===== config.mk =====
export PLATFORM = sky130hd
export DESIGN_NAME = cbus_axi_fsm
export DESIGN_NICKNAME = d
export VERILOG_FILES = /design/src/design/cbus_axi_pkg.sv /design/src/design/cbus_axi_fsm.sv /design/src/design/burst_counter.sv
export SDC_FILE = /design/constraint.sdc
export NUM_CORES = 1
export LEC_CHECK = 0
export BUFFER_PORTS_ARGS = -buffer_cell sky130_fd_sc_hd__buf_2
export CAP_MARGIN = 20
export CORE_MARGIN = 5
export CORE_UTILIZATION = 38
export DETAILED_ROUTE_END_ITERATION = 7
export PLACE_DENSITY_LB_ADDON = 0.2
export SYNTH_ARGS = -nofsm -noshare
export SYNTH_HDL_FRONTEND = slang
export SYNTH_SLANG_ARGS = --single-unit
export TNS_END_PERCENT = 20

===== constraint.sdc =====
create_clock -name clk -period 2.44 [get_ports clk]
set_clock_uncertainty 0.05 [all_clocks]
set_input_delay 0.244 -clock clk [delete_from_list [all_inputs] [get_ports clk]]
set_output_delay 0.244 -clock clk [all_outputs]
set_load 0.005 [all_outputs]

===== src/design/cbus_axi_pkg.sv =====
`default_nettype none

package cbus_axi_pkg;

    // beat index over a whole cache-bus burst, and the narrowed AXI len field
    localparam int CBUS_LEN_BITS = 3;
    localparam int AXI_LEN_BITS  = 2;
    localparam int ROUND_BITS    = CBUS_LEN_BITS - AXI_LEN_BITS;

    // backing memory depth in 32-bit words
    localparam int MEM_WORDS    = 256;
    localparam int MEM_IDX_BITS = $clog2(MEM_WORDS);

    typedef logic [31:0]               addr_t;
    typedef logic [31:0]               data_t;
    typedef logic [3:0]                strb_t;
    typedef logic [2:0]                order_t;
    typedef logic [CBUS_LEN_BITS-1:0]  beat_idx_t;
    typedef logic [AXI_LEN_BITS-1:0]   axi_len_t;
    typedef logic [ROUND_BITS-1:0]     round_t;
    typedef logic [2:0]                axi_size_t;
    typedef logic [1:0]                axi_burst_t;
    typedef logic [MEM_IDX_BITS-1:0]   mem_idx_t;

    localparam strb_t      AXI_FULL_STROBE = '1;
    localparam axi_size_t  AXI_SIZE_WORD   = 3'd2;
    localparam axi_burst_t BURST_INCR      = 2'd1;

    // cache bus, request held for the whole transfer
    typedef struct packed {
        logic   valid;
        logic   is_write;
        addr_t  addr;
        order_t order;
        data_t  wdata;
    } cbus_req_t;

    typedef struct packed {
        logic  okay;
        logic  last;
        data_t rdata;
    } cbus_resp_t;

    // AXI channels, no ids and no error responses
    typedef struct packed {
        logic       valid;
        addr_t      addr;
        axi_len_t   len;
        axi_size_t  size;
        axi_burst_t burst;
    } axi_addr_t;

    typedef struct packed {
        logic  valid;
        data_t data;
        strb_t strb;
        logic  last;
    } axi_w_t;

    typedef struct packed {
        logic  valid;
        data_t data;
        logic  last;
    } axi_r_t;

    typedef struct packed {
        logic valid;
    } axi_b_t;

    typedef struct packed {
        axi_addr_t ar;
        axi_addr_t aw;
        axi_w_t    w;
        logic      r_ready;
        logic      b_ready;
    } axi_req_t;

    typedef struct packed {
        logic   ar_ready;
        logic   aw_ready;
        logic   w_ready;
        axi_r_t r;
        axi_b_t b;
    } axi_resp_t;

endpackage

`default_nettype wire

===== src/design/cbus_axi_fsm.sv =====
`default_nettype none

module cbus_axi_fsm (
    input  logic                     clk,
    input  logic                     reset,
    input  cbus_axi_pkg::cbus_req_t  cbus_req,
    output cbus_axi_pkg::cbus_resp_t cbus_resp,
    output cbus_axi_pkg::axi_req_t   axi_req,
    input  cbus_axi_pkg::axi_resp_t  axi_resp
);
    typedef enum logic [1:0] {
        IDLE,
        TRANSFER,
        REQUEST,
        WAITING
    } state_t;

    state_t                  state;
    cbus_axi_pkg::addr_t     current_addr;
    cbus_axi_pkg::addr_t     addr_step;
    cbus_axi_pkg::axi_len_t  burst_len;
    cbus_axi_pkg::axi_addr_t addr_beat;
    logic                    is_last;
    logic                    is_final;
    logic                    load;
    logic                    next_round;
    logic                    step;
    logic                    addr_ok;
    logic                    rw_handshake;
    logic                    transaction_ok;

    burst_counter u_counter (
        .clk        (clk),
        .reset      (reset),
        .load       (load),
        .next_round (next_round),
        .step       (step),
        .order      (cbus_req.order),
        .burst_len  (burst_len),
        .is_last    (is_last),
        .is_final   (is_final)
    );

    // one round moves burst_len + 1 words of 4 bytes
    assign addr_step = (cbus_axi_pkg::addr_t'(burst_len) + 32'd1) << 2;

    assign addr_ok = (axi_req.ar.valid && axi_resp.ar_ready)
                  || (axi_req.aw.valid && axi_resp.aw_ready);
    assign rw_handshake = (axi_req.w.valid && axi_resp.w_ready)
                       || (axi_req.r_ready && axi_resp.r.valid);
    assign transaction_ok = axi_req.b_ready && axi_resp.b.valid;

    // counter steering
    assign load = (state == IDLE) && cbus_req.valid;
    assign step = (state == TRANSFER) && rw_handshake && !is_last;
    assign next_round = ((state == TRANSFER) && rw_handshake && is_last && !is_final
                         && !cbus_req.is_write)
                     || ((state == WAITING) && transaction_ok && !is_final);

    // the okay of a round's last write beat waits for the B response
    always_comb begin
        cbus_resp.rdata = axi_resp.r.data;
        cbus_resp.okay  = (cbus_req.is_write && is_last) ? transaction_ok : rw_handshake;
        cbus_resp.last  = is_final && (cbus_req.is_write ? transaction_ok : rw_handshake);
    end

    always_comb begin
        addr_beat.valid = 1'b1;
        addr_beat.addr  = current_addr;
        addr_beat.len   = burst_len;
        addr_beat.size  = cbus_axi_pkg::AXI_SIZE_WORD;
        addr_beat.burst = cbus_axi_pkg::BURST_INCR;

        axi_req = '0;
        case (state)
            REQUEST: begin
                if (cbus_req.is_write) begin
                    axi_req.aw = addr_beat;
                end else begin
                    axi_req.ar = addr_beat;
                end
            end
            TRANSFER: begin
                if (cbus_req.is_write) begin
                    axi_req.w.valid = 1'b1;
                    axi_req.w.data  = cbus_req.wdata;
                    axi_req.w.strb  = cbus_axi_pkg::AXI_FULL_STROBE;
                    axi_req.w.last  = is_last;
                end else begin
                    axi_req.r_ready = 1'b1;
                end
            end
            WAITING: axi_req.b_ready = 1'b1;
            default: ;
        endcase
    end

    always_ff @(posedge clk) begin
        if (reset) begin
            state <= IDLE;
        end else begin
            case (state)
                IDLE: if (cbus_req.valid) begin
                    state <= REQUEST;
                end
                REQUEST: if (addr_ok) begin
                    state <= TRANSFER;
                end
                TRANSFER: if (rw_handshake && is_last) begin
                    if (cbus_req.is_write) begin
                        state <= WAITING;
                    end else if (is_final) begin
                        state <= IDLE;
                    end else begin
                        state <= REQUEST;
                    end
                end
                WAITING: if (transaction_ok) begin
                    state <= is_final ? IDLE : REQUEST;
                end
                default: state <= IDLE;
            endcase
        end
    end

    // burst address, latched at the start and advanced after each round
    always_ff @(posedge clk) begin
        if (load) begin
            current_addr <= cbus_req.addr;
        end else if ((state == TRANSFER) && rw_handshake && is_last) begin
            current_addr <= current_addr + addr_step;
        end
    end

endmodule

`default_nettype wire


===== src/design/burst_counter.sv =====
`default_nettype none

module burst_counter (
    input  logic                   clk,
    input  logic                   reset,
    input  logic                   load,
    input  logic                   next_round,
    input  logic                   step,
    input  cbus_axi_pkg::order_t   order,
    output cbus_axi_pkg::axi_len_t burst_len,
    output logic                   is_last,
    output logic                   is_final
);
    cbus_axi_pkg::beat_idx_t beats_m1;
    cbus_axi_pkg::axi_len_t  len_init;
    cbus_axi_pkg::round_t    round_init;
    cbus_axi_pkg::axi_len_t  len_cnt;
    cbus_axi_pkg::round_t    round_cnt;

    // beats minus one, upper bits count the rounds and lower bits the beats per round
    assign beats_m1 = cbus_axi_pkg::beat_idx_t'((32'd1 << order) - 32'd1);
    assign {round_init, len_init} = beats_m1;

    always_ff @(posedge clk) begin
        if (reset) begin
            burst_len <= '0;
            len_cnt   <= '0;
            round_cnt <= '0;
        end else if (load) begin
            burst_len <= len_init;
            len_cnt   <= len_init;
            round_cnt <= round_init;
        end else if (next_round) begin
            len_cnt   <= burst_len;
            round_cnt <= round_cnt - 1'b1;
        end else if (step) begin
            len_cnt <= len_cnt - 1'b1;
        end
    end

    assign is_last  = (len_cnt == '0);
    assign is_final = is_last && (round_cnt == '0);

endmodule

`default_nettype wire


==> impl_metrics.csv <==
group,metric,value,unit
sta,slew_viol_final,0,
cts,cts_setup_buffers,0,
cts,clock_path_buffers,2,
critical_path,regToRegSetupSlack,0.11,ns
grt,grt_pass1_vias,3254,
cts,ctsHoldBuffers,0,
die,io_pins,263,
critical_path,slowest_stage,"fa_2",
routing,drc,0,
finish,syn2layout_area_growth,25.1,%
critical_path,crit_chain,"ha_1 > inv_1 > fa_2 > nor2b_1 > o21bai_1 > buf_12 > nor3_4 > a21oi_1 > o31a_1",
pwr,total_power,2.11,mW
critical_path,crit_required,2.44,ns
sta,max_slew_margin,66.4,%
critical_path,crit_buf_inv,2,
routing,detail_route.wirelength,10.2,mm
finish,post-route-util,48.8,%
die,rows,35,
yosys,ys_seq_area_share,30.4,%
yosys,netlist_area,3620,µm²
critical_path,cp-end-kind,"register",
critical_path,cp.arrival,2.33,ns
die,start_util,39.0,%
sta,timing.final.hold_violations,0,
sta,fin_crit_sh,95.6,%
die,die_area,11600,µm²
cts,htree_num_levels,2,
routing,avgRoutedWirePerCell,14.2,µm
routing,vias_per_cell,4.77,
cts,clk_pin_slew,0.08,ns
critical_path,crit_start,"u_counter.burst_len[0]$_SDFFE_PP0P_",
sta,worst_slack,0.108,ns
critical_path,reg2reg_to,"current_addr[26]$_DFFE_PP_",
critical_path,path_depth,9,
yosys,yosysTopAreaCellShare,26.5,%
grt,overflow,0,
pwr,peakVddDrop,0.000233,V
grt,grt.total_usage,16.4,%
yosys,syn_inst,442,
outcome,outcome,"complete, no violations",
finish,fill_cells,974,
placement,dp.cells,709,
sta,setup_viol,0,
finish,final_cell_mix,"buf_2, and2_1, nand2_1",
sta,fmax,429,MHz
grt,grt_start_max_net_pins,36,
cts,cts_sinks,39,
cts,cts_inserted_buffers,5,
pwr,power_density,466,nW/µm²
yosys,ys_ff_latch,39,
finish,fin_cells,717,
routing,postRouteAntennaNets,0,
critical_path,cp-endpoint,"current_addr[26]$_DFFE_PP_",
yosys,avgSynthCellArea,8.19,µm²
cts,worstSkewPairLatency,0.29,ns
yosys,synth_mux_area_share,0.553,%
yosys,ys.flop_type,"edfxtp_1",
cts,cts_tree,"built",
critical_path,cpPeakStageDelay,0.37,ns
routing,first_pass_iters,6,
critical_path,reg2regPathDepth,9,
routing,vias,3421,
sta,tightest_slew,0.503,ns
placement,placed_area,4420,µm²
sta,period_needed,2.33,ns
yosys,synthXorXnorAreaFrac,6.29,%
critical_path,worst-setup-path-type,"register to register",
grt,grt_pass1_wl,15.5,mm
flow_run,maxCapViolations,0,
critical_path,cp-start-kind,"register",
grt,antenna_found_initial,0,
critical_path,crit_family,"adder cells",
critical_path,r2r_start,"u_counter.burst_len[0]$_SDFFE_PP0P_",
placement,port-buffer-count,191,
yosys,synth_top_family_by_area,"simple AND/OR/NAND/NOR gates",
cts,root_buffer,"clkbuf_8",
placement,place.gp.congestion,0.787,
yosys,yosysTopAreaCell,"edfxtp_1",
worst_hold_path,hold_path_class,"input port to register",
finish,layout-drive-gt1-share,39.3,%
pwr,leakage,2.39,nW
yosys,synth_warnings,0,
yosys,yosysUniqueCellTypes,53,
yosys,synth_compound_area_share,9.16,%
placement,hpwlAfterDp,8.15,mm
sta,holdWs,0.170,ns
die,die_y,108,µm
sta,rsz0062_at_grt,"false",
finish,nNetsFinal,703,
placement,dp_slack,0.0345,ns
yosys,synth-simple-area-share,36.2,%
yosys,synth_edf_count,32,
finish,layout_commonest_cell,"buf_2",
routing,drt-initial-drc-count,160,
die,die_w,108,µm
yosys,synth_fa_ha_area_share,2.63,%
critical_path,cp_max_fo,11,
yosys,synth_area_leaders,"edfxtp_1, and2_1, buf_4",
finish,antennaDiodeCount,0,
finish,fin_area,4530,µm²
sta,setup_tns,0,ns
die,core_area,9280,µm²
yosys,async_flop_share,0,%
state kept, by name, summed over array words and instances, names as in the netlist:
register             cells
current_addr            32
state                    2
u_counter.burst_len      2
u_counter.len_cnt        2
u_counter.round_cnt      1
cell families (layout without fill, tap and decap cells):
group           count (synthesis)  after routing
flops                          39             39
mux                             2              2
compound gates                 55             55
other cells                     1              6
fa+ha+maj                       7              7
xor+xnor                       26             26
buf+inv                        88            229
simple gates                  224            224
worst reg2reg max path, stage by stage, from the launching register on:
cell and delay, ns:
dfxtp_1 0.33, ha_1 0.31, inv_1 0.07, fa_2 0.37, nor2b_1 0.15, o21bai_1 0.11
buf_12 0.17, nor3_4 0.17, a21oi_1 0.09, o31a_1 0.27
metal layers:
metal | global-route usage, % | wire length (µm) | vias up
met5 | 0 | 0 | -
li1 | - | - | 1740
met3 | 3.06 | 624 | 28
met4 | 4.87 | 189 | 0
met2 | 28.6 | 5070 | 119
met1 | 20.4 | 4290 | 1534
area by class of cell:
type                       instances  area, µm²  share of cell area (%)
multi-input combinational        320       2040                    45.0
clock inverter                     1       5.00                   0.111
sequential                        39       1100                    24.3
timing repair buffer             208       1100                    24.2
clock buffer                       7       76.3                    1.69
inverter                          13       50.0                    1.11
tap                              129        161                    3.56
power by group:
group,internal [mW],leakage [nW],switching (mW)
registers,0.863,0.367,0.122
clock network,0.201,0.0422,0.226
logic,0.331,1.98,0.369
synth_stat cells (all sizes together) (4+ instances only):
| cell | instances |
|---|---|
| dfxtp | 7 |
| and2 | 74 |
| nor2b | 4 |
| and3 | 39 |
| nand3 | 10 |
| clkbuf | 19 |
| nor3 | 7 |
| nor4 | 8 |
| buf | 56 |
| xor2 | 7 |
| nand2b | 5 |
| o21ai | 25 |
| xnor2 | 19 |
| nand2 | 47 |
| ha | 6 |
| inv | 12 |
| nand4 | 6 |
| a21oi | 13 |
| nor2 | 16 |
| edfxtp | 32 |
worst min-delay path by stage:
stage                       from                             endpoint  slack (ns)  depth (start not counted)
global placement    axi_resp[26]                        cbus_resp[24]        0.44                          0
floorplan                  reset  u_counter.burst_len[0]$_SDFFE_PP0P_        0.26                          1
finish              cbus_req[37]            current_addr[2]$_DFFE_PP_        0.17                          3
global route        cbus_req[62]           current_addr[27]$_DFFE_PP_        0.16                          3
detailed placement  axi_resp[26]                        cbus_resp[24]        0.44                          0
CTS                        reset  u_counter.burst_len[0]$_SDFFE_PP0P_        0.16                          2
what timing repair did:
action | CTS | global route
setup endpoints to repair | 0 | 6
hold endpoints to repair | 0 | 0
gates resized for setup | 0 | 4
(Power assumes the default switching activity.)
